**src/isa_pkg.sv**
```systemverilog
`default_nettype none

package isa_pkg;

    localparam int XLEN       = 32;
    localparam int REG_ADDR_W = 5;

    typedef enum logic [6:0] {
        OP_REG   = 7'b0110011,
        OP_IMM   = 7'b0010011,
        OP_LOAD  = 7'b0000011,
        OP_STORE = 7'b0100011
    } opcode_e;

    // ALU funct3 codes
    localparam logic [2:0] F3_ADD = 3'b000;
    localparam logic [2:0] F3_SLL = 3'b001;
    localparam logic [2:0] F3_SLT = 3'b010;
    localparam logic [2:0] F3_XOR = 3'b100;
    localparam logic [2:0] F3_SRL = 3'b101;
    localparam logic [2:0] F3_OR  = 3'b110;
    localparam logic [2:0] F3_AND = 3'b111;

    // Word width for lw/sw
    localparam logic [2:0] F3_WORD = 3'b010;

    localparam logic [6:0] F7_BASE = 7'b0000000;
    localparam logic [6:0] F7_SUB  = 7'b0100000;

    // addi x0, x0, 0
    localparam logic [XLEN-1:0] NOP_WORD = 32'h0000_0013;

    typedef struct packed {
        logic [6:0]            funct7;
        logic [REG_ADDR_W-1:0] rs2;
        logic [REG_ADDR_W-1:0] rs1;
        logic [2:0]            funct3;
        logic [REG_ADDR_W-1:0] rd;
        opcode_e               opcode;
    } r_fmt_t;

    typedef struct packed {
        logic [11:0]           imm;
        logic [REG_ADDR_W-1:0] rs1;
        logic [2:0]            funct3;
        logic [REG_ADDR_W-1:0] rd;
        opcode_e               opcode;
    } i_fmt_t;

    typedef struct packed {
        logic [6:0]            imm_hi;
        logic [REG_ADDR_W-1:0] rs2;
        logic [REG_ADDR_W-1:0] rs1;
        logic [2:0]            funct3;
        logic [4:0]            imm_lo;
        opcode_e               opcode;
    } s_fmt_t;

    // One instruction word, seen through each encoding format
    typedef union packed {
        r_fmt_t            r_fmt;
        i_fmt_t            i_fmt;
        s_fmt_t            s_fmt;
        logic [XLEN-1:0]   raw;
    } instr_u;

endpackage

`default_nettype wire

```
**src/pipe_pkg.sv**
```systemverilog
`default_nettype none

package pipe_pkg;

    localparam int IMEM_DEPTH = 64;
    localparam int DMEM_DEPTH = 64;
    localparam int IMEM_AW    = 6;
    localparam int DMEM_AW    = 6;

    typedef enum logic [3:0] {
        ADD,
        SUB,
        AND,
        OR,
        XOR,
        SLT,
        SLL,
        SRL
    } alu_op_e;

    typedef enum logic [1:0] {
        FWD_NONE,
        FWD_MEM,
        FWD_WB
    } fwd_sel_e;

    // All-zero is a bubble
    typedef struct packed {
        logic    reg_write;
        logic    mem_write;
        logic    mem2reg;
        logic    alu_src;
        alu_op_e alu_op;
    } ctrl_t;

    typedef struct packed {
        isa_pkg::instr_u instr;
    } if_id_t;

    typedef struct packed {
        ctrl_t                          ctrl;
        logic [isa_pkg::XLEN-1:0]       rs1_data;
        logic [isa_pkg::XLEN-1:0]       rs2_data;
        logic [isa_pkg::XLEN-1:0]       imm;
        logic [isa_pkg::REG_ADDR_W-1:0] rs1;
        logic [isa_pkg::REG_ADDR_W-1:0] rs2;
        logic [isa_pkg::REG_ADDR_W-1:0] rd;
    } id_ex_t;

    typedef struct packed {
        ctrl_t                          ctrl;
        logic [isa_pkg::XLEN-1:0]       alu_result;
        logic [isa_pkg::XLEN-1:0]       write_data;
        logic [isa_pkg::REG_ADDR_W-1:0] rd;
    } ex_mem_t;

    typedef struct packed {
        logic                           reg_write;
        logic                           mem2reg;
        logic [isa_pkg::XLEN-1:0]       alu_result;
        logic [isa_pkg::XLEN-1:0]       mem_data;
        logic [isa_pkg::REG_ADDR_W-1:0] rd;
    } mem_wb_t;

endpackage

`default_nettype wire

```
**src/pipe_regs.sv**
```systemverilog
`default_nettype none

module if_id
    import isa_pkg::*, pipe_pkg::*;
(
    input  logic   clk,
    input  logic   i_rst_n,
    input  logic   i_stall,
    input  if_id_t i_stage,
    output if_id_t o_stage
);

    always_ff @(posedge clk)
    begin
        if (!i_rst_n)
        begin
            o_stage.instr.raw <= NOP_WORD;
        end
        else if (!i_stall)
        begin
            o_stage <= i_stage;
        end
    end

endmodule




`default_nettype wire

```
**config.mk**
```make
export PLATFORM = sky130hd
export DESIGN_NAME = if_id
export DESIGN_NICKNAME = d
export VERILOG_FILES = /design/src/isa_pkg.sv /design/src/pipe_pkg.sv /design/src/pipe_regs.sv
export SDC_FILE = /design/constraint.sdc
export NUM_CORES = 1
export LEC_CHECK = 0
export BUFFER_PORTS_ARGS = -buffer_cell sky130_fd_sc_hd__buf_2
export CORE_MARGIN = 2
export CORE_UTILIZATION = 35
export DETAILED_ROUTE_END_ITERATION = 12
export PLACE_DENSITY = 0.65
export SETUP_SLACK_MARGIN = 0.05
export SLEW_MARGIN = 20
export SYNTH_ARGS = -nofsm -noshare
export SYNTH_HDL_FRONTEND = slang
export SYNTH_SLANG_ARGS = --single-unit
```
**constraint.sdc**
```tcl
create_clock -name clk -period 1.8 [get_ports clk]
set_input_delay 0.18 -clock clk [delete_from_list [all_inputs] [get_ports clk]]
set_output_delay 0.18 -clock clk [all_outputs]
set_load 0.05 [all_outputs]
```
* After elaboration in Yosys (flattened, before gate mapping)
Index checks and enable logic that the tools add are counted.
Storage, ports and cells: flip-flop bits (word level) 32, input port bits 35, output and inout port bits 32

* Logic depth before layout (Yosys ltp)
depth after elaboration 0, gate-level depth with buffers 4, depth with buffers taken out 2

* Worst setup path after synthesis
Ideal clock, no wire load.
kind flip-flop to flip-flop, start point reg o_stage[10] (netlist name), end point reg o_stage[10] (netlist bit), arrival time 848 ps, required time 1734 ps, setup slack 886 ps, stages on the path, launching flop included 3, path buffers 0, clock period less this slack 914 ps, path through dfxtp_1 -> mux2i_1 -> nor2b_1
RTL lines:
- end signal, assigned | line pipe_regs.sv:21 | o_stage <= i_stage;
- end, declared | line pipe_regs.sv:10 | output if_id_t o_stage

* Worst setup path after layout
start point reg o_stage[4] (netlist bit), end point out o_stage[4] (netlist bit)
No word-level cell between the ends.

==> metrics.yaml <==
h-tree-depth: 2
cts_hold_buf: 0
required_ps: 1620
initial_utilization_pct: 36.8
synth_top_area_share_pct: 51.8
crit_path_start_kind: "flop"
viasPerCell: 4.21
top_register: "o_stage"
crit_arrival_ps: 940
r2r_cells: 2
path_buf_inv: 1
synth-edff-count: 0
crit_path_cell_trace: "buf_2"
drcViolationCount: 0
tritoncts: "built"
grt_pass1_vias: 878
cts-root-buf: "clkbuf_4"
ys_top_cells_by_area: "dfxtp_1 52%, mux2i_1 26%, nor2b_1 15%, buf_12 4.9%, buf_6 0.91%"
fillCellCount: 347
power_switching_share_pct: 30.2
slowest_stage: "dfxtp_1"
dp_hpwl_um: 1740
die_area_mm2: 0.00402
switchingPower_mw: 0.454
synthCells: 103
irDropWorstVdd_uv: 551
area.growth.synth_to_final_pct: 31.1
hold_start: "i_stage[0]"
gr-usage-all-layers_pct: 12.1
hold_slack_ps: 65.8
synth_ff_type: "dfxtp_1"
synth_cell_types: 7
synth_common_cells: "32 x dfxtp_1, 32 x mux2i_1, 29 x nor2b_1"
cap_violations: 0
via_count: 914
hold_violations: 0
hold_path.class: "primary input to flop"
drt_iter0_drc: 18
fin_cells: 217
syn-mean-instance-area_um2: 12.0
ys_async_sr_fraction_pct: 0
dp.cells: 209
status: "completed"
path_clk_slew_ps: 90
p_leak_nw: 0.840
grt_max_degree: 33
worstSetupPathType: "flop to primary output"
pwr-share-comb_pct: 21.8
clockBufferDepth: 2
worst_slew_pin_slew_ps: 432
power_density_mw_per_mm2: 929
routabilityCongestion: 0.699
crit_family: "flip-flops"
holdPathStages: 3
end_kind: "primary output"
drive_above_1_share_pct: 42.7
min_to: "o_stage[0]"
num_rows: 21
largest_reg_flops: 32
cts_buffers: 5
overflow: 0
rrSetupSlack_ps: 1150
syn_nets: 138
p_clk_share_pct: 27.0
timing.final.crit_share_pct: 62.2
synth_area_leader_cell: "dfxtp_1"
synth_area_mm2: 0.00124
dpl_worst_slack_ps: 848
wl_um: 2370
clock_latency_ps: 320
antenna_found_initial: 0
timing.final.ws_setup_ps: 680
clkSinkCount: 32
ios: 67
drt_first_pass_iters: 3
wl_per_cell_um: 10.9
grt_pass1_wl_um: 3720
tns_ps: 0
slowest_delay_ps: 350
r2r_start: "o_stage[4]"
finalClockSkew_ps: 0
ys_seq_area_share_pct: 51.8
post_cts_buffers: 0
n_antenna_cell: 0
r2r-end: "o_stage[4]"
dieWidth_um: 63.4
relSlewSlack_pct: 71.2
path_max_fanout: 2
ys_ff_latch: 32
setup_viol: 0
period_minus_slack_ps: 1120
drtAntennaViolNets: 0
max_clock_freq_ghz: 0.893
rsz0062_at_grt: "false"
core_mm2: 0.00336
maxSlewViolCount: 0
dieHeight_um: 63.4
top_regs: "o_stage (32)"
post_cts_resized: 0
port_buffers: 66
p_int_mw: 1.05
nets: 205
power_frac_seq_pct: 51.2
ys_warn_count: 0
[placed cells by master, fill, tap and decap left out]
cell type / n
clkbuf_4: 5
clkbuf_8: 1
dfxtp_1: 32
buf_12: 1
nor2b_1: 29
nand2_1: 3
mux2i_1: 32
clkbuf_1: 2
buf_2: 66
[layer usage]
metal / GRT usage [%] / share of wire [%] / routed length, µm / vias up
met4: 8.15 / 1.7 / 40 / 0
met2: 18.6 / 47 / 1120 / 44
li1: - / - / - / 474
met3: 4.64 / 9.3 / 221 / 5
met5: 0 / 0 / 0 / -
met1: 13.9 / 42 / 987 / 391
[power groups by stage]
stage          Combinational [mW]  Clock (mW)  Sequential, mW
2_1_floorplan               0.105           0           0.934
3_3_place_gp                0.328           0           0.786
3_5_place_dp                0.332           0           0.787
4_1_cts                     0.332       0.426           0.772
5_1_grt                     0.348       0.458           0.776
6_report                    0.329       0.406           0.771
[final cells by class]
| type | count | area (µm²) | share of cell area (%) |
|---|---|---|---|
| sequential | 32 | 641 | 39.5 |
| clock buffer | 8 | 58.8 | 3.63 |
| multi-input combinational | 64 | 513 | 31.7 |
| timing repair buffer | 67 | 350 | 21.6 |
| tap | 46 | 57.6 | 3.55 |
[worst max path at each step]
stage                     start           to  slack, ps  cells after the start
finish               o_stage[4]   o_stage[4]        680                      1
global route        o_stage[26]  o_stage[26]        610                      1
detailed placement      i_stall   o_stage[4]        850                      4
floorplan           o_stage[10]  o_stage[10]        890                      2
CTS                 o_stage[10]  o_stage[10]        670                      1
global placement        i_stall   o_stage[1]        890                      4
[through the flow]
stage          util [%]  cell area (µm²)  total power, mW
3_3_place_gp       46.4             1560             1.11
2_1_floorplan         -             1240             1.04
4_1_cts            48.2             1620             1.53
5_1_grt            48.2             1620             1.58
6_report           48.2             1620             1.51
3_5_place_dp       46.4             1560             1.12
[logic make-up (layout without fill, tap and decap cells)]
group | after synthesis | in the layout | synth area share [%]
and+or+nand+nor | 32 | 32 | 15.6
muxes | 32 | 32 | 25.9
DFF | 32 | 32 | 51.8
buffers and inverters | 7 | 75 | 6.68
Power figures use the tool's default switching activity.
