File: config.mk
export PLATFORM = sky130hd
export DESIGN_NAME = ex_mem
export DESIGN_NICKNAME = d
export VERILOG_FILES = /design/src/isa_pkg.sv /design/src/pipe_pkg.sv /design/src/pipe_regs.sv
export SDC_FILE = /design/constraint.sdc
export NUM_CORES = 1
export LEC_CHECK = 0
export ABC_AREA = 1
export BUFFER_PORTS_ARGS = -buffer_cell sky130_fd_sc_hd__buf_2
export CORE_MARGIN = 1
export CORE_UTILIZATION = 30
export CTS_CLUSTER_SIZE = 24
export DETAILED_ROUTE_END_ITERATION = 8
export GPL_TIMING_DRIVEN = 1
export HOLD_SLACK_MARGIN = 0.05
export PLACE_DENSITY = 0.69
export SYNTH_ARGS = -nofsm -noshare
export SYNTH_HDL_FRONTEND = slang
export SYNTH_SLANG_ARGS = --single-unit
File: constraint.sdc
create_clock -name clk -period 0.8 [get_ports clk]
set_clock_uncertainty 0.1 [all_clocks]
set_input_delay 0.08 -clock clk [delete_from_list [all_inputs] [get_ports clk]]
set_output_delay 0.08 -clock clk [all_outputs]
set_load 0.02 [all_outputs]
File: src/isa_pkg.sv
`default_nettype none

package isa_pkg;

    localparam int XLEN       = 32;
    localparam int REG_ADDR_W = 5;

    typedef enum logic [6:0] {
        OP_REG   = 7'b0110011,
        OP_IMM   = 7'b0010011,
        OP_LOAD  = 7'b0000011,
        OP_STORE = 7'b0100011
    } opcode_e;

    // ALU funct3 codes
    localparam logic [2:0] F3_ADD = 3'b000;
    localparam logic [2:0] F3_SLL = 3'b001;
    localparam logic [2:0] F3_SLT = 3'b010;
    localparam logic [2:0] F3_XOR = 3'b100;
    localparam logic [2:0] F3_SRL = 3'b101;
    localparam logic [2:0] F3_OR  = 3'b110;
    localparam logic [2:0] F3_AND = 3'b111;

    // Word width for lw/sw
    localparam logic [2:0] F3_WORD = 3'b010;

    localparam logic [6:0] F7_BASE = 7'b0000000;
    localparam logic [6:0] F7_SUB  = 7'b0100000;

    // addi x0, x0, 0
    localparam logic [XLEN-1:0] NOP_WORD = 32'h0000_0013;

    typedef struct packed {
        logic [6:0]            funct7;
        logic [REG_ADDR_W-1:0] rs2;
        logic [REG_ADDR_W-1:0] rs1;
        logic [2:0]            funct3;
        logic [REG_ADDR_W-1:0] rd;
        opcode_e               opcode;
    } r_fmt_t;

    typedef struct packed {
        logic [11:0]           imm;
        logic [REG_ADDR_W-1:0] rs1;
        logic [2:0]            funct3;
        logic [REG_ADDR_W-1:0] rd;
        opcode_e               opcode;
    } i_fmt_t;

    typedef struct packed {
        logic [6:0]            imm_hi;
        logic [REG_ADDR_W-1:0] rs2;
        logic [REG_ADDR_W-1:0] rs1;
        logic [2:0]            funct3;
        logic [4:0]            imm_lo;
        opcode_e               opcode;
    } s_fmt_t;

    // One instruction word, seen through each encoding format
    typedef union packed {
        r_fmt_t            r_fmt;
        i_fmt_t            i_fmt;
        s_fmt_t            s_fmt;
        logic [XLEN-1:0]   raw;
    } instr_u;

endpackage

`default_nettype wire

File: src/pipe_pkg.sv
`default_nettype none

package pipe_pkg;

    localparam int IMEM_DEPTH = 64;
    localparam int DMEM_DEPTH = 64;
    localparam int IMEM_AW    = 6;
    localparam int DMEM_AW    = 6;

    typedef enum logic [3:0] {
        ADD,
        SUB,
        AND,
        OR,
        XOR,
        SLT,
        SLL,
        SRL
    } alu_op_e;

    typedef enum logic [1:0] {
        FWD_NONE,
        FWD_MEM,
        FWD_WB
    } fwd_sel_e;

    // All-zero is a bubble
    typedef struct packed {
        logic    reg_write;
        logic    mem_write;
        logic    mem2reg;
        logic    alu_src;
        alu_op_e alu_op;
    } ctrl_t;

    typedef struct packed {
        isa_pkg::instr_u instr;
    } if_id_t;

    typedef struct packed {
        ctrl_t                          ctrl;
        logic [isa_pkg::XLEN-1:0]       rs1_data;
        logic [isa_pkg::XLEN-1:0]       rs2_data;
        logic [isa_pkg::XLEN-1:0]       imm;
        logic [isa_pkg::REG_ADDR_W-1:0] rs1;
        logic [isa_pkg::REG_ADDR_W-1:0] rs2;
        logic [isa_pkg::REG_ADDR_W-1:0] rd;
    } id_ex_t;

    typedef struct packed {
        ctrl_t                          ctrl;
        logic [isa_pkg::XLEN-1:0]       alu_result;
        logic [isa_pkg::XLEN-1:0]       write_data;
        logic [isa_pkg::REG_ADDR_W-1:0] rd;
    } ex_mem_t;

    typedef struct packed {
        logic                           reg_write;
        logic                           mem2reg;
        logic [isa_pkg::XLEN-1:0]       alu_result;
        logic [isa_pkg::XLEN-1:0]       mem_data;
        logic [isa_pkg::REG_ADDR_W-1:0] rd;
    } mem_wb_t;

endpackage

`default_nettype wire

File: src/pipe_regs.sv
`default_nettype none



module ex_mem
    import pipe_pkg::*;
(
    input  logic    clk,
    input  logic    i_rst_n,
    input  ex_mem_t i_stage,
    output ex_mem_t o_stage
);

    always_ff @(posedge clk)
    begin
        o_stage <= i_stage;
        if (!i_rst_n)
        begin
            o_stage.ctrl <= '0;
        end
    end

endmodule


`default_nettype wire

Word-level counts from Yosys, hierarchy flattened
Cells that the tools add are included.

word-level totals
  register bits = 77
  bits of input ports = 79
  output and inout port bits = 77
  word-level logic and storage cells = 8

Logic depth before layout (Yosys ltp)
  depth in word-level cells = 0
  mapped depth = 3
  gate-level depth less buffers = 2

Worst setup path before layout
Ideal clock, no wire load.

  kind = reg2out
  start point = register o_stage[0] in the netlist's numbering
  end point = output port o_stage[0] in the netlist's numbering
  arrival = 0.395 ns
  data required time = 0.620 ns
  path slack = 0.225 ns
  stages on the path, launching flop included = 1
  buffers on the path = 0
  path through = dfxtp_1

RTL lines
  element                   RTL line         text
  start: declaration        pipe_regs.sv:11  output ex_mem_t o_stage
  start signal: assignment  pipe_regs.sv:16  o_stage <= i_stage;

No word-level cell between the ends.

Worst setup path in the final report
  start point = register o_stage[66] in the netlist's numbering
  end point = output port o_stage[66] in the netlist's numbering

No word-level cell between the ends.

==> key figures <==
Outcome
  – Status: finished with violations
  – Failing checks: setup timing

CTS
  – CTS H-tree depth: 3
  – CTS tree: yes
  – Worst-path clk slew: about 0.07 ns
  – CTS Sinks: 77
  – Post-CTS Setup Inserts: 0
  – CTS Root Cell: clkbuf_8
  – Num CTS Buffers: 9
  – Clock Tree Buf Depth: 2

Routing
  – First-pass iteration count of the detailed router: 3
  – DRT antenna net count: 0
  – Routed vias/inst: 3.87
  – Starting DRT DRC Count: 9
  – Routed WL per cell: 14.3 um
  – DRT Wirelength: just under 6 mm
  – Drt drc: 0
  – DR vias: 1583

Worst setup path
  – CP Data Required Time: 0.62 ns
  – Max FO, Critical Path: 1
  – Critical Path Max Stage Delay: 0.34 ns
  – Crit-path leading delay family: flip-flops
  – Setup CP Type: flip-flop to primary output
  – CP endpoint kind: primary output
  – Critical path's slowest cell: dfxtp_2
  – Worst-path cell chain: buf_6
  – CP Launch Type: flip-flop
  – Worst Path Buf+Inv: 1
  – Worst path arrival time: ~0.8 ns

Timing
  – Final period util: 119%
  – Worst slew pin tran: ~0.28 ns
  – Slew HR: roughly 81%
  – Final hold vios: 0
  – Fmax: roughly 1000 MHz
  – Max Slew Vio Count: 0
  – Final min period: 0.956 ns
  – RSZ-0062 raised after global routing: true
  – Final worst slack: -0.156 ns
  – Setup violators final: 77

Synthesis
  – Synth area leader: dfxtp_1
  – Sequential area share after synthesis: 96.0%
  – Number of synthesized register bits: 77
  – Top_reg_cell synth: dfxtp_1
  – Mux share of post-synthesis cell area: 0%
  – Top cells by area, synth: dfxtp_1, inv_1, nand2_1
  – Synth Area in Simple Gates: under 10%
  – Syn Std Cell Area: around 1600 um^2
  – Async set or reset register ratio after synthesis: 0%
  – Number of flops mapped to enable cells by yosys: 0
  – Netlist cell types: 4
  – Most frequent cell after synthesis: dfxtp_1
  – Syn Area/Cell: around 17 um^2
  – Area share of the largest cell type after synthesis: 96.0%
  – Synthesis Warnings: 0
  – Synthesized net count: 173
  – Synth top cells by count: dfxtp_1, inv_1, nand2_1
  – Cells after synthesis: 94
  – Synth Area in Adders: 0%
  – Largest family of logic cells by synthesized area: buffers and inverters
  – Xor/xnor share of the synthesized area: 0%
  – Post-synthesis compound-gate area fraction: 0%

Global route
  – Busiest grt layer: met2
  – Grt ovf: 0
  – GRT Total Usage: between 20 and 25%
  – Vias in the first global route: 1816
  – Pin count of the biggest net entering global routing: 12
  – GRT met2 Usage: 39.1%
  – GR Layer Usage met1: 17.6%
  – Wire length of the first global-routing pass: 8.25 mm
  – Initial antenna violation count: 0
  – Met3 Track Usage GR: 10.0%

Cells and area
  – Largest Register: o_stage
  – Largest register FFs: 77
  – Top Registers: o_stage (77)
  – Nets: ~420
  – ANT cells: 0
  – Post-route insts no fill: 409
  – Area delta synth->final: 148%
  – Final core utilization: 77.6%
  – Layout cell share with drive strength beyond 1: a little under three quarters

Place
  – Placer Congestion: 0.678
  – Placed Cells: 318
  – I/O Buffers: 155
  – HPWL after detailed placement: 2.69 mm
  – Pre-CTS setup slack: 0.152 ns

Power and ir drop
  – Power Density: 1980 nW/um^2
  – P_leak: about 1.9 nW
  – VDD IR-drop max: 1.80 mV

Die
  – Initial core utilization: 31.3%
  – Die ar.: 5650 um^2
  – Die height: 75.2 um
  – Die width: 75.2 um
  – Num ports: roughly 160
  – Core area: 5140 um^2
  – Core Rows: 26

Min path
  – Hold path depth: 3
  – Min-Delay Path Class: input pin to flip-flop
  – Min-Delay Endpoint: o_stage[72]
  – HP Start: i_rst_n

Flow run
  – Max_cap viols: 0
[worst max-delay path by stage]
stage                            from     endpoint  slack, ns  depth (start not counted)
after floorplan            o_stage[0]   o_stage[0]       0.22                          0
after global placement    o_stage[54]  o_stage[54]       0.16                          1
after detailed placement   o_stage[4]   o_stage[4]       0.15                          1
after CTS                  o_stage[4]   o_stage[4]      -0.18                          1
after global routing      o_stage[64]  o_stage[64]      -0.19                          1
final                     o_stage[66]  o_stage[66]      -0.16                          1
[per-layer routing]
metal	vias to the layer above	part of all wire, %
met4	0	2.0
met5	-	0
met3	11	13
met1	707	32
met2	106	53
li1	759	-
[where the power goes]
| group | switching (W) | internal [W] |
|---|---|---|
| combinational | 0.000478 | 0.000757 |
| sequential | 0.000104 | 0.00408 |
| clock | 0.00119 | 0.00127 |
| total | 0.00177 | 0.00611 |
[layout by cell type, fill, tap and decap left out]
cell,count
clkinvlp_4,1
buf_2,77
dfxtp_2,77
dlymetal6s4s_1,1
inv_1,8
clkbuf_8,11
buf_6,77
nand2_1,8
dlygate4sd3_1,77
clkbuf_1,2
[metrics by stage]
step	setup TNS, ns	hold slack, ns	total power [W]	cell area (um^2)
after floorplan	0	0.00772	0.00447	1610
after global placement	0	0.0821	0.00483	2460
after detailed placement	0	0.0836	0.00484	2460
after CTS	-12.76	0.258	0.00794	3990
after global routing	-13.56	0.151	0.00821	3990
final	-10.90	0.124	0.00788	3990
[logic make-up (layout without fill, tap and decap cells)]
group	Yosys count	in the layout
buf+inv	9	254
flops	77	77
simple gates	8	8
[area by class of cell]
type / count / area, um^2
sequential: 77 / 1640
inverter: 8 / 30.0
timing repair buffer: 232 / 2040
fill: 320 / 1150
clock inverter: 1 / 7.51
clock buffer: 13 / 159
multi-input combinational: 8 / 30.0
tap: 70 / 87.6
[repair_timing]
action / in CTS / in global routing
hold buffers: 78 / 0
cloned: 0 / 0
setup endpoints to repair: 77 / 83
gates resized for setup: 230 / 2
hold endpoints to repair: 77 / 0
No activity file was read; power rests on OpenSTA's default activity.
