### config.mk
export PLATFORM = sky130hd
export DESIGN_NAME = fetch
export DESIGN_NICKNAME = d
export VERILOG_FILES = /design/src/isa_pkg.sv /design/src/pipe_pkg.sv /design/src/fetch.sv
export SDC_FILE = /design/constraint.sdc
export NUM_CORES = 2
export LEC_CHECK = 0
export BUFFER_PORTS_ARGS = -buffer_cell sky130_fd_sc_hd__clkbuf_2
export CORE_ASPECT_RATIO = 1.2
export CORE_MARGIN = 8
export CORE_UTILIZATION = 57
export DETAILED_ROUTE_END_ITERATION = 10
export MAX_ROUTING_LAYER = met4
export PLACE_DENSITY = 0.75
export SLEW_MARGIN = 5
export SYNTH_ARGS = -nofsm -noshare
export SYNTH_HDL_FRONTEND = slang
export SYNTH_SLANG_ARGS = --single-unit
### constraint.sdc
create_clock -name clk -period 5.47 [get_ports clk]
set_input_delay 0.8205 -clock clk [delete_from_list [all_inputs] [get_ports clk]]
set_output_delay 0.8205 -clock clk [all_outputs]
set_load 0.01 [all_outputs]
### src/isa_pkg.sv
`default_nettype none

package isa_pkg;

    localparam int XLEN       = 32;
    localparam int REG_ADDR_W = 5;

    typedef enum logic [6:0] {
        OP_REG   = 7'b0110011,
        OP_IMM   = 7'b0010011,
        OP_LOAD  = 7'b0000011,
        OP_STORE = 7'b0100011
    } opcode_e;

    // ALU funct3 codes
    localparam logic [2:0] F3_ADD = 3'b000;
    localparam logic [2:0] F3_SLL = 3'b001;
    localparam logic [2:0] F3_SLT = 3'b010;
    localparam logic [2:0] F3_XOR = 3'b100;
    localparam logic [2:0] F3_SRL = 3'b101;
    localparam logic [2:0] F3_OR  = 3'b110;
    localparam logic [2:0] F3_AND = 3'b111;

    // Word width for lw/sw
    localparam logic [2:0] F3_WORD = 3'b010;

    localparam logic [6:0] F7_BASE = 7'b0000000;
    localparam logic [6:0] F7_SUB  = 7'b0100000;

    // addi x0, x0, 0
    localparam logic [XLEN-1:0] NOP_WORD = 32'h0000_0013;

    typedef struct packed {
        logic [6:0]            funct7;
        logic [REG_ADDR_W-1:0] rs2;
        logic [REG_ADDR_W-1:0] rs1;
        logic [2:0]            funct3;
        logic [REG_ADDR_W-1:0] rd;
        opcode_e               opcode;
    } r_fmt_t;

    typedef struct packed {
        logic [11:0]           imm;
        logic [REG_ADDR_W-1:0] rs1;
        logic [2:0]            funct3;
        logic [REG_ADDR_W-1:0] rd;
        opcode_e               opcode;
    } i_fmt_t;

    typedef struct packed {
        logic [6:0]            imm_hi;
        logic [REG_ADDR_W-1:0] rs2;
        logic [REG_ADDR_W-1:0] rs1;
        logic [2:0]            funct3;
        logic [4:0]            imm_lo;
        opcode_e               opcode;
    } s_fmt_t;

    // One instruction word, seen through each encoding format
    typedef union packed {
        r_fmt_t            r_fmt;
        i_fmt_t            i_fmt;
        s_fmt_t            s_fmt;
        logic [XLEN-1:0]   raw;
    } instr_u;

endpackage

`default_nettype wire

### src/pipe_pkg.sv
`default_nettype none

package pipe_pkg;

    localparam int IMEM_DEPTH = 64;
    localparam int DMEM_DEPTH = 64;
    localparam int IMEM_AW    = 6;
    localparam int DMEM_AW    = 6;

    typedef enum logic [3:0] {
        ADD,
        SUB,
        AND,
        OR,
        XOR,
        SLT,
        SLL,
        SRL
    } alu_op_e;

    typedef enum logic [1:0] {
        FWD_NONE,
        FWD_MEM,
        FWD_WB
    } fwd_sel_e;

    // All-zero is a bubble
    typedef struct packed {
        logic    reg_write;
        logic    mem_write;
        logic    mem2reg;
        logic    alu_src;
        alu_op_e alu_op;
    } ctrl_t;

    typedef struct packed {
        isa_pkg::instr_u instr;
    } if_id_t;

    typedef struct packed {
        ctrl_t                          ctrl;
        logic [isa_pkg::XLEN-1:0]       rs1_data;
        logic [isa_pkg::XLEN-1:0]       rs2_data;
        logic [isa_pkg::XLEN-1:0]       imm;
        logic [isa_pkg::REG_ADDR_W-1:0] rs1;
        logic [isa_pkg::REG_ADDR_W-1:0] rs2;
        logic [isa_pkg::REG_ADDR_W-1:0] rd;
    } id_ex_t;

    typedef struct packed {
        ctrl_t                          ctrl;
        logic [isa_pkg::XLEN-1:0]       alu_result;
        logic [isa_pkg::XLEN-1:0]       write_data;
        logic [isa_pkg::REG_ADDR_W-1:0] rd;
    } ex_mem_t;

    typedef struct packed {
        logic                           reg_write;
        logic                           mem2reg;
        logic [isa_pkg::XLEN-1:0]       alu_result;
        logic [isa_pkg::XLEN-1:0]       mem_data;
        logic [isa_pkg::REG_ADDR_W-1:0] rd;
    } mem_wb_t;

endpackage

`default_nettype wire

### src/fetch.sv
`default_nettype none

module fetch
    import isa_pkg::*, pipe_pkg::*;
(
    input  logic               clk,
    input  logic               i_rst_n,
    input  logic               i_stall,
    input  logic               i_imem_we,
    input  logic [IMEM_AW-1:0] i_imem_addr,
    input  logic [XLEN-1:0]    i_imem_data,
    output if_id_t             o_if
);

    logic [XLEN-1:0]    imem [IMEM_DEPTH];
    // Word index, not byte address
    logic [IMEM_AW-1:0] pc;

    always_ff @(posedge clk)
    begin
        if (i_imem_we)
        begin
            imem[i_imem_addr] <= i_imem_data;
        end
    end

    always_ff @(posedge clk)
    begin
        if (!i_rst_n)
        begin
            pc <= '0;
        end
        else if (!i_stall)
        begin
            pc <= pc + 1'b1;
        end
    end

    assign o_if.instr.raw = imem[pc];

endmodule

`default_nettype wire

After elaboration in Yosys (flattened, before gate mapping)
Memory sizes are Yosys's and may differ from the RTL's. A register that Yosys moved wholly into a read port is not among the register bits.
Cells that the tools add are included.

word-level totals
  register bits after elaboration = 6
  RAM bits = 2048
  input port bits = 42
  word-level logic and storage cells = 7
  memories kept = 1

operators by class
  add/subtract/negate cells = 1
  muxes and demuxes = 4

memories
  name  depth  bits a word  rd ports  clocked after Yosys merged registers in  write ports  RTL line     source
  imem  64     32           1         1                                        1            fetch.sv:15  logic [XLEN-1:0] imem [IMEM_DEPTH];

operator list
  cell                                                            number
  6-bit 2-to-1 mux                                                2
  6-bit by 1-bit adder with 6-bit output (second input constant)  1
  1-bit 2-to-1 mux                                                2

Longest topological paths before layout
  depth after elaboration = 3
  mapped depth = 10
  depth with buffers taken out = 5

Least setup slack after synthesis
No wires, ideal clock.

  path type = input port to flip-flop
  from = in i_imem_addr[5]
  to = mem imem[48][0] (enable)
  setup time = 0.461 ns
  data arrival time = 3.706 ns
  required time = 5.009 ns
  path slack = 1.303 ns
  stages on the path = 4
  path buffers = 1
  path through = clkbuf_1 nand3_1 or3_1 nor3_1

RTL lines
  what                RTL line     source
  start: declaration  fetch.sv:10  input logic [IMEM_AW-1:0] i_imem_addr,
  end: declaration    fetch.sv:15

No word-level cell before the write port.

==> run_results.csv <==
group,metric,value,unit
sta,fin_setup_tns,0,ns
power_and_ir_drop,p_leak,27.01,nW
grt,track_usage,0.2586,
sta,finalSetupViolCount,0,
sta,rsz0062_at_grt,"false",
sta,tightest_slew,1.313,ns
synthesis,netlist_area,78280,um^2
grt,grt_pass1_wl,271500,um
synthesis,synth-seq-cells,2060,
clock_tree,cts.repair.resized,0,
sta,fin_crit_sh,0.8935,
synthesis,synth_edf_count,2048,
drt,wl_per_cell,33.97,um
clock_tree,clk_pin_slew,0.06,ns
drt,via_count,37763,
layout,area_growth,12.13,%
synthesis,synth_async_sr_flop_share,0,
clock_tree,insertion_delay,0.79,ns
min_path,min_from,"i_rst_n",
drt,ant_nets,0,
layout,mostFrequentLayoutCells,"edfxtp_1, mux4_2, clkbuf_16",
synthesis,syn-mean-instance-area,23.06,um^2
synthesis,synthDistinctLibCells,41,
drt,drt_iter0_drc,4827,
clock_tree,numCtsBuffers,186,
drt,drt_first_pass_iters,5,
setup_path,arrival,4.07,ns
place,place.gp.congestion,0.8135,
setup_path,worstPathRequired,4.65,ns
floorplanning,dieArea,149500,um^2
clock_tree,cts_max_level,4,
setup_path,r2r-start,"pc[0]$_SDFFE_PN0N_",
drt,wirelength,190000,um
drt,vias_per_cell,6.749,
floorplanning,die_x,354.3,um
place,io_buffers,73,
clock_tree,hold_buffers,0,
setup_path,rrSetupSlack,4.20,ns
grt,antenna_found_initial,4,
sta,setup_ws,0.5825,ns
grt,grt_max_degree,81,
status,outcome,"finished, final reports clean",
floorplanning,floorplan.core_area,136800,um^2
grt,overflow,0,
layout,final_nets,3672,
sta,fmax,204.6,MHz
synthesis,yosys_warnings,0,
setup_path,startpoint_type,"flop",
clock_tree,cts_setup_buffers,0,
clock_tree,cts-root-buf,"clkbuf_16",
floorplanning,initial_utilization,0.5721,
drt,drc,0,
setup_path,path_class,"flop to output pin",
setup_path,worst_setup_path_end_kind,"output pin",
synthesis,syn_nets,3438,
power_and_ir_drop,finalPower,0.03152,W
power_and_ir_drop,power.density,359.0,nW/um^2
setup_path,worstPathMaxFanout,22,
synthesis,ys_seq_area_frac,0.7887,
setup_path,r2r_cells,5,
min_path,holdPathStages,2,
synthesis,synthFlopType,"edfxtp_1",
floorplanning,num_rows,149,
layout,layout_commonest_cell,"edfxtp_1",
grt,grt_pass1_vias,38540,
layout,drive_gt1_frac,0.2856,
clock_tree,cts_sinks,2060,
sta,hold_viol,0,
layout,postLayoutCoreUtil,0.6415,
job,maxCapViolations,0,
min_path,hp-class,"input pin to flop",
power_and_ir_drop,ir_worst_vdd,0.3307,mV
sta,relSlewSlack,0.1247,
clock_tree,cts_max_path_buffers,3,
floorplanning,die_h,422.0,um
sta,slew_viol_final,0,
floorplanning,ios,74,
sta,min_period,4.888,ns
sta,fin_skew,0.01075,ns
place,post-dp-hpwl,106200,um
clock_tree,cts_tree,"done",
synthesis,synth_cells,3395,
place,preCtsSetupSlack,1.371,ns
==> state kept, by name, summed over array words and instances, names as in the netlist, named ones only <==
name	count
imem	2048
pc	6
==> worst max path at each step <==
stage              startpoint                    end  slack, ns  cells past startpoint
6_report                 flop               o_if[25]       0.58                      7
5_1_grt                  flop               o_if[25]       0.44                      7
4_1_cts                  flop               o_if[10]       0.50                      8
3_5_place_dp             flop               o_if[10]       1.37                      8
3_3_place_gp             flop               o_if[10]       1.39                      8
2_1_floorplan  i_imem_addr[5]  imem[48][0]$_DFFE_PP_       1.30                      4
==> area by class of cell <==
cell class | count | area, um^2
flip-flops and latches | 2060 | 61750
fillers | 8640 | 49060
multi-input cells | 1145 | 16140
clock buffers | 245 | 5012
well taps | 1812 | 2267
repair buffers | 234 | 1887
clock inverters | 92 | 694.4
diodes | 5 | 12.51
inverters | 2 | 7.507
==> per-layer routing <==
layer,up-vias,global-route usage,share of wire
met2,2319,0.4184,0.51
met1,20033,0.3345,0.36
met5,-,-,0
li1,15012,-,-
met3,399,0.04315,0.091
met4,0,0.09612,0.039
==> cells in the mapped netlist (5+ instances only) <==
| cell type | instances | area (um^2) |
|---|---|---|
| and2_1 | 6 | 37.54 |
| clkbuf_1 | 74 | 277.8 |
| a31oi_1 | 18 | 112.6 |
| nor2_1 | 99 | 371.6 |
| nand3_1 | 22 | 110.1 |
| o221ai_1 | 24 | 210.2 |
| a21oi_1 | 32 | 160.2 |
| o22ai_1 | 20 | 125.1 |
| buf_2 | 85 | 425.4 |
| nor3_1 | 9 | 45.04 |
| nand2b_1 | 5 | 31.28 |
| mux2_2 | 6 | 67.56 |
| nand2_1 | 109 | 409.1 |
| nand3b_1 | 6 | 45.04 |
| a32oi_1 | 9 | 78.83 |
| a22oi_1 | 62 | 465.5 |
| a22o_1 | 26 | 227.7 |
| buf_4 | 14 | 105.1 |
| edfxtp_1 | 2048 | 61500 |
| mux4_2 | 510 | 11490 |
| dfxtp_1 | 12 | 240.2 |
| nor2b_1 | 13 | 81.33 |
| a221oi_1 | 41 | 359.1 |
| buf_1 | 11 | 41.29 |
| mux2i_1 | 99 | 991.0 |
==> power breakdown <==
group	switching [W]	internal, W	total [W]
combinational	0.000931	0.000678	0.00161
clock	0.00556	0.00682	0.0124
sequential	0.0000561	0.0175	0.0175
total	0.00655	0.0250	0.0315
==> through the flow <==
stage / cells / instance area (um^2) / hold WS (ns)
detailed placement: 5252 / 82040 / 0.5846
CTS: 5589 / 87740 / 0.2978
finish: 5595 / 87780 / 0.3471
global placement: 5252 / 82040 / 0.5613
global route: 5593 / 87770 / 0.3312
floorplan: 3395 / 78280 / 0.5315
==> critical path, cell delays in order, from the launching register on <==
cell and delay (ns):
dfxtp_2 0.85, buf_4 0.41, or3b_2 0.58, o221ai_1 0.23, a21oi_1 0.07, a21oi_1 0.65, a221oi_1 0.26, clkbuf_2 0.21
==> cells by family (layout without fill, tap and decap cells) <==
logic type | count (synthesis) | in the layout | share of synthesized area
simple gates | 280 | 280 | 0.01549
buf+inv | 190 | 573 | 0.01152
xor+xnor | 4 | 4 | 0.0004476
fa+ha+maj | 1 | 1 | 0.0001598
compound gates | 245 | 245 | 0.02348
mux | 615 | 615 | 0.1602
other cells | 0 | 5 | 0
flops | 2060 | 2060 | 0.7887
(Power assumes the default switching activity.)
