==> src/isa_pkg.sv <==
`default_nettype none

package isa_pkg;

    localparam int XLEN       = 32;
    localparam int REG_ADDR_W = 5;

    typedef enum logic [6:0] {
        OP_REG   = 7'b0110011,
        OP_IMM   = 7'b0010011,
        OP_LOAD  = 7'b0000011,
        OP_STORE = 7'b0100011
    } opcode_e;

    // ALU funct3 codes
    localparam logic [2:0] F3_ADD = 3'b000;
    localparam logic [2:0] F3_SLL = 3'b001;
    localparam logic [2:0] F3_SLT = 3'b010;
    localparam logic [2:0] F3_XOR = 3'b100;
    localparam logic [2:0] F3_SRL = 3'b101;
    localparam logic [2:0] F3_OR  = 3'b110;
    localparam logic [2:0] F3_AND = 3'b111;

    // Word width for lw/sw
    localparam logic [2:0] F3_WORD = 3'b010;

    localparam logic [6:0] F7_BASE = 7'b0000000;
    localparam logic [6:0] F7_SUB  = 7'b0100000;

    // addi x0, x0, 0
    localparam logic [XLEN-1:0] NOP_WORD = 32'h0000_0013;

    typedef struct packed {
        logic [6:0]            funct7;
        logic [REG_ADDR_W-1:0] rs2;
        logic [REG_ADDR_W-1:0] rs1;
        logic [2:0]            funct3;
        logic [REG_ADDR_W-1:0] rd;
        opcode_e               opcode;
    } r_fmt_t;

    typedef struct packed {
        logic [11:0]           imm;
        logic [REG_ADDR_W-1:0] rs1;
        logic [2:0]            funct3;
        logic [REG_ADDR_W-1:0] rd;
        opcode_e               opcode;
    } i_fmt_t;

    typedef struct packed {
        logic [6:0]            imm_hi;
        logic [REG_ADDR_W-1:0] rs2;
        logic [REG_ADDR_W-1:0] rs1;
        logic [2:0]            funct3;
        logic [4:0]            imm_lo;
        opcode_e               opcode;
    } s_fmt_t;

    // One instruction word, seen through each encoding format
    typedef union packed {
        r_fmt_t            r_fmt;
        i_fmt_t            i_fmt;
        s_fmt_t            s_fmt;
        logic [XLEN-1:0]   raw;
    } instr_u;

endpackage

`default_nettype wire

==> src/pipe_pkg.sv <==
`default_nettype none

package pipe_pkg;

    localparam int IMEM_DEPTH = 64;
    localparam int DMEM_DEPTH = 64;
    localparam int IMEM_AW    = 6;
    localparam int DMEM_AW    = 6;

    typedef enum logic [3:0] {
        ADD,
        SUB,
        AND,
        OR,
        XOR,
        SLT,
        SLL,
        SRL
    } alu_op_e;

    typedef enum logic [1:0] {
        FWD_NONE,
        FWD_MEM,
        FWD_WB
    } fwd_sel_e;

    // All-zero is a bubble
    typedef struct packed {
        logic    reg_write;
        logic    mem_write;
        logic    mem2reg;
        logic    alu_src;
        alu_op_e alu_op;
    } ctrl_t;

    typedef struct packed {
        isa_pkg::instr_u instr;
    } if_id_t;

    typedef struct packed {
        ctrl_t                          ctrl;
        logic [isa_pkg::XLEN-1:0]       rs1_data;
        logic [isa_pkg::XLEN-1:0]       rs2_data;
        logic [isa_pkg::XLEN-1:0]       imm;
        logic [isa_pkg::REG_ADDR_W-1:0] rs1;
        logic [isa_pkg::REG_ADDR_W-1:0] rs2;
        logic [isa_pkg::REG_ADDR_W-1:0] rd;
    } id_ex_t;

    typedef struct packed {
        ctrl_t                          ctrl;
        logic [isa_pkg::XLEN-1:0]       alu_result;
        logic [isa_pkg::XLEN-1:0]       write_data;
        logic [isa_pkg::REG_ADDR_W-1:0] rd;
    } ex_mem_t;

    typedef struct packed {
        logic                           reg_write;
        logic                           mem2reg;
        logic [isa_pkg::XLEN-1:0]       alu_result;
        logic [isa_pkg::XLEN-1:0]       mem_data;
        logic [isa_pkg::REG_ADDR_W-1:0] rd;
    } mem_wb_t;

endpackage

`default_nettype wire

==> src/hazard_unit.sv <==
`default_nettype none

module hazard_unit
    import isa_pkg::*, pipe_pkg::*;
(
    input  logic [REG_ADDR_W-1:0] i_id_rs1,
    input  logic [REG_ADDR_W-1:0] i_id_rs2,
    input  id_ex_t                i_ex,
    input  ex_mem_t               i_mem,
    input  mem_wb_t               i_wb,
    output fwd_sel_e              o_fwd_a,
    output fwd_sel_e              o_fwd_b,
    output logic                  o_stall
);

    // reg_write implies rd != x0, so x0 sources never match
    function automatic fwd_sel_e pick(input logic [REG_ADDR_W-1:0] src);
        fwd_sel_e sel;
        if (i_mem.ctrl.reg_write && !i_mem.ctrl.mem2reg && i_mem.rd == src)
        begin
            sel = FWD_MEM;
        end
        else if (i_wb.reg_write && i_wb.rd == src)
        begin
            sel = FWD_WB;
        end
        else
        begin
            sel = FWD_NONE;
        end
        return sel;
    endfunction

    always_comb
    begin
        o_fwd_a = pick(i_ex.rs1);
        o_fwd_b = pick(i_ex.rs2);
        // Load in execute feeding the instruction in decode
        o_stall = i_ex.ctrl.mem2reg && i_ex.ctrl.reg_write &&
                  (i_ex.rd == i_id_rs1 || i_ex.rd == i_id_rs2);
    end

endmodule

`default_nettype wire

==> config.mk <==
export PLATFORM = sky130hd
export DESIGN_NAME = hazard_unit
export DESIGN_NICKNAME = d
export VERILOG_FILES = /design/src/isa_pkg.sv /design/src/pipe_pkg.sv /design/src/hazard_unit.sv
export SDC_FILE = /design/constraint.sdc
export NUM_CORES = 1
export LEC_CHECK = 0
export BUFFER_PORTS_ARGS = -buffer_cell sky130_fd_sc_hd__buf_2
export CAP_MARGIN = 20
export CORE_AREA = 3 3 108 110
export DETAILED_ROUTE_END_ITERATION = 6
export DIE_AREA = 0 0 111 113
export PLACE_DENSITY = 0.47
export SYNTH_ARGS = -nofsm -noshare
export SYNTH_HDL_FRONTEND = slang
export SYNTH_SLANG_ARGS = --single-unit
==> constraint.sdc <==
create_clock -name vclk -period 1
set_clock_uncertainty 0.1 [all_clocks]
set_input_delay 0.1 -clock vclk [all_inputs]
set_output_delay 0.1 -clock vclk [all_outputs]
set_load 0.03 [all_outputs]
### Word level (Yosys, flattened, before mapping)

Index checks and enable logic that the tools add are counted.

* register bits after elaboration: 0
* output and inout port bits: 5

* equal/unequal tests: 6
* muxes and demuxes: 4
* reduce and logical (&&, ||, !) cells: 9

Operators with widths (number)
* equality test 5 bit: 6
* 2-to-1 mux 2 bit: 4
* logical AND 1 bit: 7
* zero test 1 bit: 1
* logical OR 1 bit: 1

### Logic depth before layout (Yosys ltp)

* word-level depth: 4
* gate-level depth with buffers: 3

### Worst setup path after synthesis

No wires, ideal clock.

* path type: input -> output
* start: in i_mem[1] in the netlist's numbering
* end: out o_fwd_b[0]
* data arrival time: 1.067 ns
* data required time: 0.800 ns
* setup slack: -0.267 ns
* stages on the path: 3
* cell sequence: xnor2_1 > nand4_1 > nor3_1

* word-level cells in the longest chain between the ends: 3

Ends and longest elaborated chain
* start: declaration: line hazard_unit.sv:9 `input ex_mem_t i_mem,`
* equality test 5 bit: line hazard_unit.sv:19 `if (i_mem.ctrl.reg_write && !i_mem.ctrl.mem2reg && i_mem.rd == src)`
* logical AND 1 bit: line hazard_unit.sv:19
* 2-to-1 mux 2 bit: line hazard_unit.sv:19
* end: declaration: line hazard_unit.sv:12 `output fwd_sel_e o_fwd_b,`

Every way passes these cells.

### Final worst setup path

* start: in i_ex[12] in the netlist's numbering
* end: out o_fwd_a[1]

* word-level cells in the longest chain between the ends: 4

Ends and longest elaborated chain
* start: declaration: line hazard_unit.sv:8 `input id_ex_t i_ex,`
* equality test 5 bit: line hazard_unit.sv:23 `else if (i_wb.reg_write && i_wb.rd == src)`
* logical AND 1 bit: line hazard_unit.sv:23
* 2-to-1 mux 2 bit: line hazard_unit.sv:23
* 2-to-1 mux 2 bit *: line hazard_unit.sv:19
* end: declaration: line hazard_unit.sv:11 `output fwd_sel_e o_fwd_a,`

Mark *: on every way between the ends. The rest lies on a longest branch, timed or not.

==> run_results.csv <==
group,metric,value,unit
synthesis,syn_inst,46,
min_path,hold-path-endpoint,"o_stall",
final_layout,num-nets-final,379,
final_layout,layout.area.seq,0,um^2
detailed_routing,number_of_vias_after_detailed_routing,562,
floorplan,std_cell_rows,38,
synthesis,ys_types,11,
sta,relSlewSlack,83.6,%
power,p_switching,0.164,mW
status,run_status,"complete, but fails checks",
sta,timing.hold.ws,0.484,ns
setup_path,critical-path-slowest-cell,"sky130_fd_sc_hd__o311a_1",
setup_path,criticalPathCategory,"input pin to output port",
synthesis,synth_simple_gate_area_share,20.5,%
setup_path,endpoint_kind,"output port",
sta,fin_setup_tns,-0.783,ns
synthesis,synth-xor-area-share,72.5,%
power,vdd_drop_max,0.0000996,V
power,p_sw_share,41.1,%
status,failed_checks,"negative setup slack",
sta,finalSetupViolations,5,
power,share_comb_of_total_power,100.0,%
synthesis,dominant_combinational_cell_family_by_area_after_synthesis,"XOR/XNOR gates",
synthesis,post-synth-top-count-cell,"sky130_fd_sc_hd__xnor2_1",
synthesis,synth_largest_type_area_fraction,44.6,%
global_route,grt_remaining_overflow,0,
synthesis,synth_top_cell_by_area,"sky130_fd_sc_hd__xnor2_1",
floorplan,initial_utilization,3.45,%
sta,max_slew.worst_pin.slew,0.244,ns
final_layout,design_area,1090,um^2
detailed_routing,routed-wl-met3,563,um
min_path,min-delay-start,"i_ex[118]",
detailed_routing,drc,0,
floorplan,dieArea,12500,um^2
placement,place_area,842,um^2
final_layout,areaGrowthSynthToFinish,192,%
floorplan,core_area,10800,um^2
global_route,grt_start_max_net_pins,5,
final_layout,layout-drive-gt1-share,68.0,%
floorplan,die_height,113,um
detailed_routing,routedLengthMet1,973,um
global_route,first_global_vias,644,
placement,dpl.hpwl,2200,um
final_layout,flops_and_latches,0,
detailed_routing,top_signal_layer_used,"met5",
min_path,worstHoldPathCells,4,
setup_path,cp-start-kind,"input pin",
power,clock_power_share,0,%
detailed_routing,firstDrtPassIters,2,
final_layout,antenna_cells_inserted,0,
final_layout,final.clkbuf_count,0,
global_route,grt_first_pass_wirelength,3710,um
placement,gp_routability_congestion,0.657,
final_layout,finish.utilization,10.1,%
sta,setup_slack,-0.225,ns
detailed_routing,wl_met2,933,um
job,max_cap_viol_count,0,
synthesis,adder_cell_area_share_of_the_yosys_netlist,0,%
power,p_int,0.236,mW
placement,numPortBuffers,45,
final_layout,area_of_the_multi_input_gates,492,um^2
synthesis,synth.cell_area,373,um^2
synthesis,synthesis.nets,323,
synthesis,synth.yosys.warnings,0,
detailed_routing,drt_first_iter_violations,9,
setup_path,required_time_of_the_critical_path,0.80,ns
final_layout,final.fill_count,1241,
detailed_routing,wl,2510,um
sta,timing.final.hold_violations,0,
min_path,holdCritPathClass,"input pin to output port",
synthesis,synth-compound-area-share,7.05,%
power,p_seq_share,0,%
global_route,grt_usage,3.85,%
sta,unrepaired_setup_endpoints_after_global_routing,"yes",
detailed_routing,route.detailed.wl_per_inst,10.5,um
synthesis,post_synth_most_frequent_cells,"19 x sky130_fd_sc_hd__xnor2_1, 10 x sky130_fd_sc_hd__xor2_1, 4 x sky130_fd_sc_hd__nand4_1",
sta,final_critical_path_time_including_i_o_delays_and_setup,1.23,ns
sta,fmax,0.816,GHz
floorplan,die_w,111,um
setup_path,critical_path.cell_chain,"buf_2, xnor2_2, nand4_1, o311a_1, buf_6",
setup_path,crit_fanout,2,
sta,finalCritPeriodShare,123,%
floorplan,ioPinCount,282,
global_route,initial_antenna_violation_count,3,
synthesis,synth-seq-area-share,0,%
setup_path,slowest_delay,0.34,ns
synthesis,synth.top_cells.by_area,"sky130_fd_sc_hd__xnor2_1 45%, sky130_fd_sc_hd__xor2_1 23%, sky130_fd_sc_hd__nand4_1 6.7%",
power,power_density,368,nW/um^2
setup_path,worst_ep_arrival_time,1.03,ns
power,leakagePower,0.425,nW
power,power.total,0.400,mW
detailed_routing,final_antenna_net_count,0,
detailed_routing,detail_route.vias_per_cell,2.34,
synthesis,syn_area_per_cell,8.11,um^2
sta,final_max_slew_viol_count,0,
synthesis,synth.area.mux_share,0,%
how the worst max path moves through the flow:
stage                   from          to  slack (ns)  cells past startpoint
global placement    i_mem[0]  o_fwd_b[1]       -0.32                      5
floorplan           i_ex[13]  o_fwd_a[1]       -0.07                      3
finish              i_ex[12]  o_fwd_a[1]       -0.23                      5
global route         i_wb[4]  o_fwd_b[1]       -0.29                      5
CTS                  i_wb[3]  o_fwd_a[1]       -0.21                      5
detailed placement  i_mem[2]  o_fwd_a[1]       -0.32                      5
cells in the final DEF, fill, tap and decap left out, drive strengths merged:
master / n
o22ai: 1
o311a: 2
nor3: 2
buf: 54
nand2b: 1
and2: 2
nand3: 2
nor4: 2
nand4: 4
xor2: 10
xnor2: 20
routing by layer:
| layer | vias to the layer above | track usage (%) |
|---|---|---|
| met5 | - | 0 |
| met1 | 243 | 4.58 |
| met2 | 38 | 5.18 |
| met4 | 6 | 0 |
| met3 | 6 | 3.90 |
| li1 | 269 | - |
metrics by stage:
stage / std cells / setup slack [ns]
3_3_place_gp: 238 / -0.319
2_1_floorplan: 46 / -0.0657
3_5_place_dp: 238 / -0.321
6_report: 240 / -0.225
5_1_grt: 240 / -0.290
4_1_cts: 240 / -0.211
power by group through the flow:
| stage | clock (mW) | combinational [mW] | sequential (mW) |
|---|---|---|---|
| 5_1_grt | 0 | 0.431 | 0 |
| 4_1_cts | 0 | 0.372 | 0 |
| 3_5_place_dp | 0 | 0.293 | 0 |
| 2_1_floorplan | 0 | 0.131 | 0 |
| 6_report | 0 | 0.400 | 0 |
| 3_3_place_gp | 0 | 0.288 | 0 |
worst max-delay path, delay by kind of cell:
family	cells	cell delay (ns)
AO/OA/AOI/OAI	1	0.34
XOR/XNOR	1	0.16
buffers and inverters	2	0.27
AND/OR/NAND/NOR	1	0.15
final cells by class:
| class | count | share of cell area (%) |
|---|---|---|
| Tap cell | 140 | 16.1 |
| Multi-Input combinational cell | 46 | 45.2 |
| Timing Repair Buffer | 54 | 38.7 |
repair_timing:
item,CTS,global route
gates cloned,0,0
resized for setup,37,12
setup buffers,2,0
pin swaps,21,7
setup endpoints to repair,5,5
hold buffers,0,0
cell families after synthesis:
logic type,after synthesis
xor+xnor,30
simple gates,13
compound gates,3
(Power assumes the default switching activity.)
