<file path="config.mk">
export PLATFORM = sky130hd
export DESIGN_NAME = decoder
export DESIGN_NICKNAME = d
export VERILOG_FILES = /design/src/isa_pkg.sv /design/src/pipe_pkg.sv /design/src/decoder.sv
export SDC_FILE = /design/constraint.sdc
export NUM_CORES = 1
export LEC_CHECK = 0
export BUFFER_PORTS_ARGS = -buffer_cell sky130_fd_sc_hd__buf_2
export CAP_MARGIN = 20
export CORE_AREA = 2 2 47 49
export DETAILED_ROUTE_END_ITERATION = 10
export DIE_AREA = 0 0 49 51
export PLACE_DENSITY = 0.83
export SLEW_MARGIN = 5
export SYNTH_ARGS = -nofsm -noshare
export SYNTH_HDL_FRONTEND = slang
export SYNTH_SLANG_ARGS = --single-unit
</file>
<file path="constraint.sdc">
create_clock -name vclk -period 2.2
set_input_delay 0.33 -clock vclk [all_inputs]
set_output_delay 0.33 -clock vclk [all_outputs]
set_load 0.005 [all_outputs]
</file>
<file path="src/isa_pkg.sv">
`default_nettype none

package isa_pkg;

    localparam int XLEN       = 32;
    localparam int REG_ADDR_W = 5;

    typedef enum logic [6:0] {
        OP_REG   = 7'b0110011,
        OP_IMM   = 7'b0010011,
        OP_LOAD  = 7'b0000011,
        OP_STORE = 7'b0100011
    } opcode_e;

    // ALU funct3 codes
    localparam logic [2:0] F3_ADD = 3'b000;
    localparam logic [2:0] F3_SLL = 3'b001;
    localparam logic [2:0] F3_SLT = 3'b010;
    localparam logic [2:0] F3_XOR = 3'b100;
    localparam logic [2:0] F3_SRL = 3'b101;
    localparam logic [2:0] F3_OR  = 3'b110;
    localparam logic [2:0] F3_AND = 3'b111;

    // Word width for lw/sw
    localparam logic [2:0] F3_WORD = 3'b010;

    localparam logic [6:0] F7_BASE = 7'b0000000;
    localparam logic [6:0] F7_SUB  = 7'b0100000;

    // addi x0, x0, 0
    localparam logic [XLEN-1:0] NOP_WORD = 32'h0000_0013;

    typedef struct packed {
        logic [6:0]            funct7;
        logic [REG_ADDR_W-1:0] rs2;
        logic [REG_ADDR_W-1:0] rs1;
        logic [2:0]            funct3;
        logic [REG_ADDR_W-1:0] rd;
        opcode_e               opcode;
    } r_fmt_t;

    typedef struct packed {
        logic [11:0]           imm;
        logic [REG_ADDR_W-1:0] rs1;
        logic [2:0]            funct3;
        logic [REG_ADDR_W-1:0] rd;
        opcode_e               opcode;
    } i_fmt_t;

    typedef struct packed {
        logic [6:0]            imm_hi;
        logic [REG_ADDR_W-1:0] rs2;
        logic [REG_ADDR_W-1:0] rs1;
        logic [2:0]            funct3;
        logic [4:0]            imm_lo;
        opcode_e               opcode;
    } s_fmt_t;

    // One instruction word, seen through each encoding format
    typedef union packed {
        r_fmt_t            r_fmt;
        i_fmt_t            i_fmt;
        s_fmt_t            s_fmt;
        logic [XLEN-1:0]   raw;
    } instr_u;

endpackage

`default_nettype wire

</file>
<file path="src/pipe_pkg.sv">
`default_nettype none

package pipe_pkg;

    localparam int IMEM_DEPTH = 64;
    localparam int DMEM_DEPTH = 64;
    localparam int IMEM_AW    = 6;
    localparam int DMEM_AW    = 6;

    typedef enum logic [3:0] {
        ADD,
        SUB,
        AND,
        OR,
        XOR,
        SLT,
        SLL,
        SRL
    } alu_op_e;

    typedef enum logic [1:0] {
        FWD_NONE,
        FWD_MEM,
        FWD_WB
    } fwd_sel_e;

    // All-zero is a bubble
    typedef struct packed {
        logic    reg_write;
        logic    mem_write;
        logic    mem2reg;
        logic    alu_src;
        alu_op_e alu_op;
    } ctrl_t;

    typedef struct packed {
        isa_pkg::instr_u instr;
    } if_id_t;

    typedef struct packed {
        ctrl_t                          ctrl;
        logic [isa_pkg::XLEN-1:0]       rs1_data;
        logic [isa_pkg::XLEN-1:0]       rs2_data;
        logic [isa_pkg::XLEN-1:0]       imm;
        logic [isa_pkg::REG_ADDR_W-1:0] rs1;
        logic [isa_pkg::REG_ADDR_W-1:0] rs2;
        logic [isa_pkg::REG_ADDR_W-1:0] rd;
    } id_ex_t;

    typedef struct packed {
        ctrl_t                          ctrl;
        logic [isa_pkg::XLEN-1:0]       alu_result;
        logic [isa_pkg::XLEN-1:0]       write_data;
        logic [isa_pkg::REG_ADDR_W-1:0] rd;
    } ex_mem_t;

    typedef struct packed {
        logic                           reg_write;
        logic                           mem2reg;
        logic [isa_pkg::XLEN-1:0]       alu_result;
        logic [isa_pkg::XLEN-1:0]       mem_data;
        logic [isa_pkg::REG_ADDR_W-1:0] rd;
    } mem_wb_t;

endpackage

`default_nettype wire

</file>
<file path="src/decoder.sv">
`default_nettype none

module decoder
    import isa_pkg::*, pipe_pkg::*;
(
    input  instr_u                i_instr,
    output ctrl_t                 o_ctrl,
    output logic [XLEN-1:0]       o_imm,
    output logic [REG_ADDR_W-1:0] o_rs1,
    output logic [REG_ADDR_W-1:0] o_rs2,
    output logic [REG_ADDR_W-1:0] o_rd
);

    function automatic alu_op_e map_alu(input logic [2:0] f3, input logic sub);
        alu_op_e op;
        case (f3)
            F3_ADD:  op = sub ? SUB : ADD;
            F3_SLL:  op = SLL;
            F3_SLT:  op = SLT;
            F3_XOR:  op = XOR;
            F3_SRL:  op = SRL;
            F3_OR:   op = OR;
            F3_AND:  op = AND;
            default: op = ADD;
        endcase
        return op;
    endfunction

    always_comb
    begin
        o_ctrl = '0;
        o_imm  = '0;
        o_rs1  = i_instr.r_fmt.rs1;
        o_rs2  = '0;
        o_rd   = i_instr.r_fmt.rd;

        case (i_instr.r_fmt.opcode)
            OP_REG:
            begin
                o_ctrl.reg_write = 1'b1;
                o_ctrl.alu_op    = map_alu(i_instr.r_fmt.funct3,
                                           i_instr.r_fmt.funct7 == F7_SUB);
                o_rs2            = i_instr.r_fmt.rs2;
            end
            OP_IMM:
            begin
                o_ctrl.reg_write = 1'b1;
                o_ctrl.alu_src   = 1'b1;
                o_ctrl.alu_op    = map_alu(i_instr.i_fmt.funct3, 1'b0);
                o_imm            = {{20{i_instr.i_fmt.imm[11]}}, i_instr.i_fmt.imm};
            end
            OP_LOAD:
            begin
                // Only lw; other widths decode as a nop
                if (i_instr.i_fmt.funct3 == F3_WORD)
                begin
                    o_ctrl.reg_write = 1'b1;
                    o_ctrl.mem2reg   = 1'b1;
                    o_ctrl.alu_src   = 1'b1;
                end
                o_imm = {{20{i_instr.i_fmt.imm[11]}}, i_instr.i_fmt.imm};
            end
            OP_STORE:
            begin
                if (i_instr.s_fmt.funct3 == F3_WORD)
                begin
                    o_ctrl.mem_write = 1'b1;
                    o_ctrl.alu_src   = 1'b1;
                end
                o_imm = {{20{i_instr.s_fmt.imm_hi[6]}}, i_instr.s_fmt.imm_hi,
                         i_instr.s_fmt.imm_lo};
                o_rs2 = i_instr.s_fmt.rs2;
                o_rd  = '0;
            end
            default:
            begin
                o_rs1 = '0;
                o_rd  = '0;
            end
        endcase

        // No x0 write ever leaves decode
        if (o_rd == '0)
        begin
            o_ctrl.reg_write = 1'b0;
        end
    end

endmodule

`default_nettype wire

</file>
== Yosys cells after proc, flatten, opt, wreduce, memory -nomap -nowiden ==
Index checks and enable logic that the tools add are counted.

* Bits of input ports: 32
* Logic and storage cells: 33
* Output and inout bits: 55
* Register bits: 0

* Reduce and logical (&&, ||, !) cells: 7
* Equal/unequal tests: 11
* Multiplexer cells: 15

{| class="wikitable"
|+ Operators with widths
! operator !! number
|-
| 32-bit case mux with 2 select lines || 1
|-
| 7-bit by 6-bit equality test with 1-bit output (second input constant) || 3
|-
| 3-bit case mux with 7 select lines || 1
|-
| 3-bit case mux with 6 select lines || 1
|-
| 5-bit 2-to-1 mux || 3
|-
| 3-bit equality test (second input constant) || 4
|-
| 4-bit case mux with 2 select lines || 1
|-
| 7-bit by 2-bit equality test with 1-bit output (second input constant) || 1
|-
| 7-bit by 5-bit equality test with 1-bit output (second input constant) || 1
|-
| 2-bit OR reduction || 3
|-
| 5-bit zero test || 1
|-
| 1-bit 2-to-1 mux || 5
|-
| 4-bit OR reduction || 1
|-
| 3-bit by 1-bit equality test with 1-bit output (second input constant) || 1
|-
| 3-bit by 2-bit equality test with 1-bit output (second input constant) || 1
|-
| 3-bit zero test || 1
|-
| 1-bit case mux with 3 select lines || 1
|-
| 3-bit OR reduction || 1
|-
| 2-bit 2-to-1 mux || 1
|-
| 1-bit case mux with 2 select lines || 1
|}

== Depth between registers and ports, before layout ==
* Depth after elaboration: 5
* Gate-level depth with buffers: 4
* Depth with buffers taken out: 3

== Least setup slack after synthesis ==
Ideal clock, no wire load.

* Kind: input to output
* Start point: in i_instr[3] (netlist name)
* End point: out o_imm[12]
* Cell stages on the path: 4
* Path slack: 174 ps
* Buffers on the path: 1
* Data required time: 1870 ps
* Arrival time: 1696 ps
* Cells stage by stage: or2_4 -> a2111oi_4 -> and2_1 -> buf_4

* Word-level cells in the longest chain between the ends: 3
* Elaborated cells between the ends (all ways): 5
* Classes of those cells: 3 x eq/ne; 1 x mux; 1 x reduce/logical

{| class="wikitable"
|+ Ends and longest elaborated chain
! item !! RTL line !! RTL
|-
| start, declared || decoder.sv:6 || <nowiki>input instr_u i_instr,</nowiki>
|-
| 7-bit by 2-bit equality test with 1-bit output / 7-bit by 5-bit equality test with 1-bit output (equally long branches) || decoder.sv:37 || <nowiki>case (i_instr.r_fmt.opcode)</nowiki>
|-
| 2-bit OR reduction (no source line) || - ||
|-
| 32-bit case mux with 2 select lines (*) || decoder.sv:37 ||
|-
| end, declared || decoder.sv:8 || <nowiki>output logic [XLEN-1:0] o_imm,</nowiki>
|}

Every way passes the cells marked *; elsewhere a longest branch is shown, timed or not.

== Worst setup path after layout ==
* Start point: in i_instr[3] (netlist name)
* End point: out o_imm[20]

The elaborated chain is that of the path after synthesis.

==> results.md <==
* Register area share after synthesis at 0%
* Pins over their slew limit at 0
* Largest family of logic cells by synthesized area: simple AND/OR/NAND/NOR gates
* Vias/cell at 4.50
* Vias in the first global route at 683
* Setup TNS at 0 ps
* Synth Area in Adders at 0%
* Arrival @ worst endpoint at 1640 ps
* Area Overhead vs Synth at 48.2%
* WHS at 929 ps
* Most frequent cell after synthesis: buf_4
* Syn Nets at 121
* Largest net degree at the start of global routing at 22
* Synth top area share at 24.8%
* DRC at 0
* WHS Path Cells at 3
* Core area at 2060 um^2
* Cell repeated most along the worst path: buf_2
* Crit-path leading delay family: simple AND/OR/NAND/NOR gates
* Hold-fix buffers, CTS at 0
* RSZ-0062 raised after global routing: no
* Crit path capture type: output pin
* FFs & Latches at 0
* Final setup fails at 0
* Place WS at 223 ps
* CP Launch Type: input pin
* Synth Instances at 89
* FF+latch area at 0 um^2
* Routability cong. at 0.746
* Initial core utilization at 30.8%
* Num rows at 17
* Wire per inst at 9.82 um
* DRT Wirelength at 1.78 mm
* IO Port Bufs at 86
* Synth Area in Simple Gates at 52.8%
* CP Max Fanout at 21
* Achievable Freq at 508 MHz
* Yosys warning count at 0
* Critical Path, Cell by Cell: buf_2 > or2_4 > a2111oi_4 > and2_1 > buf_4 > buf_2
* VDD IR max at 0.0573 mV
* Die height at 51 um
* Antenna violations before repair at 0
* Status: finished clean
* Fin util at 45.7%
* Iter 0 DRT Violations at 4
* Grt total ovfl at 0
* Final Hold Violating Endpoints at 0
* Type of the worst setup path: in2out
* Synth Area in XOR/XNOR at 1.38%
* Data required time at the worst endpoint at 1870 ps
* Cell area after synthesis at 636 um^2
* Distinct cells, synth at 27
* Fin crit share at 89.5%
* CP Buf/Inv Count at 3
* Max incr delay on CP at 440 ps
* Pre-antenna DRT Iters at 4
* Via Count at 814
* Final Critical Period at 1970 ps
* Final ANT Viol Nets at 0
* Mux cell area share after synthesis at 5.12%
* Layout clock buffers at 0
* Chip width at 49 um
* Num ports at 87
* Min-Delay Endpoint: o_rs1[0]
* PwrDens at 92.6 nW/um^2
* Most common library cells after synthesis: buf_4, and3_1, and2_1
* Min-delay worst type: in2out
* Cell taking the most area after synthesis: buf_4
* GRT Util Overall at 13.4%
* Compound-cell area share of the yosys netlist at 11.6%
* PostCTS Resize Cnt at 0
* Max-capacitance violation count at 0
* Hpwl dp at 1.53 mm
* Syn_area_per_cell at 7.14 um^2
* HP Start: i_instr[15]
* Area post-placement at 942 um^2
* Layout Nets at 187
* Slowest-stage cell, CP: a2111oi_4
* Layout cell share with drive strength beyond 1 at 63.4%
* Finished Cell Area at 942 um^2
* Setup Buffers After CTS at 0
* Worst setup margin at 231 ps
* Die ar. at 2500 um^2
* First-pass GRT wire length at 2.85 mm
* Area contributors post-synth: buf_4, and3_1, and2_1
* ANT cells at 0
* Leak pwr at 0.000653 uW
## how the worst max path moves through the flow
stage,to,depth (start not counted),slack [ps],start
global placement,o_imm[11],6,240,i_instr[3]
detailed placement,o_imm[20],6,220,i_instr[3]
CTS,o_imm[20],6,220,i_instr[3]
floorplan,o_imm[12],4,170,i_instr[3]
finish,o_imm[20],6,230,i_instr[3]
global route,o_imm[18],6,130,i_instr[3]
## through the flow
| stage | cells | power [uW] |
|---|---|---|
| finish | 181 | 87.3 |
| floorplan | 89 | 44.5 |
| CTS | 181 | 87.8 |
| detailed placement | 181 | 87.8 |
| global route | 181 | 97.8 |
| global placement | 181 | 86.4 |
## power breakdown
part,switching (uW),leakage [uW],internal (uW)
Clock,0,0,0
Combinational,42.8,0.000653,44.5
Sequential,0,0,0
## cell type report
cell class         instances  area [um^2]
multi-input cells         64          454
repair buffers            89          453
fillers                  221         1120
well taps                 28         35.0
## layout by cell type (no fill, tap or decap)
| cell | n |
|---|---|
| nor3_4 | 1 |
| nand2_1 | 2 |
| and3_1 | 13 |
| buf_2 | 86 |
| nand2b_1 | 1 |
| nor2_1 | 8 |
| or2_4 | 1 |
| nor4_1 | 1 |
| nor3_2 | 1 |
| a21oi_1 | 5 |
| nor4_4 | 1 |
| or3_1 | 1 |
| and2_1 | 12 |
| or3b_4 | 1 |
| conb_1 | 1 |
| o221a_1 | 1 |
| buf_4 | 3 |
| nor4bb_1 | 1 |
| nor2b_1 | 6 |
| mux2_2 | 2 |
| xnor2_1 | 1 |
| or4_1 | 1 |
| a2111oi_4 | 1 |
| o211a_1 | 1 |
| mux2i_1 | 1 |
## layer usage
metal	GRT usage (%)	routed length, um
met1	16.2	761
met2	26.5	832
met3	1.75	184
met4	0	0
met5	0	0
## kinds of logic (layout without fill, tap and decap cells)
| kind of cell | count (synthesis) | after routing |
|---|---|---|
| multiplexers | 3 | 3 |
| AND/OR/NAND/NOR | 51 | 51 |
| buffers and inverters | 25 | 89 |
| other | 1 | 1 |
| XOR/XNOR | 1 | 1 |
| AO/OA/AOI/OAI | 8 | 8 |
No activity file was read; power rests on OpenSTA's default activity.
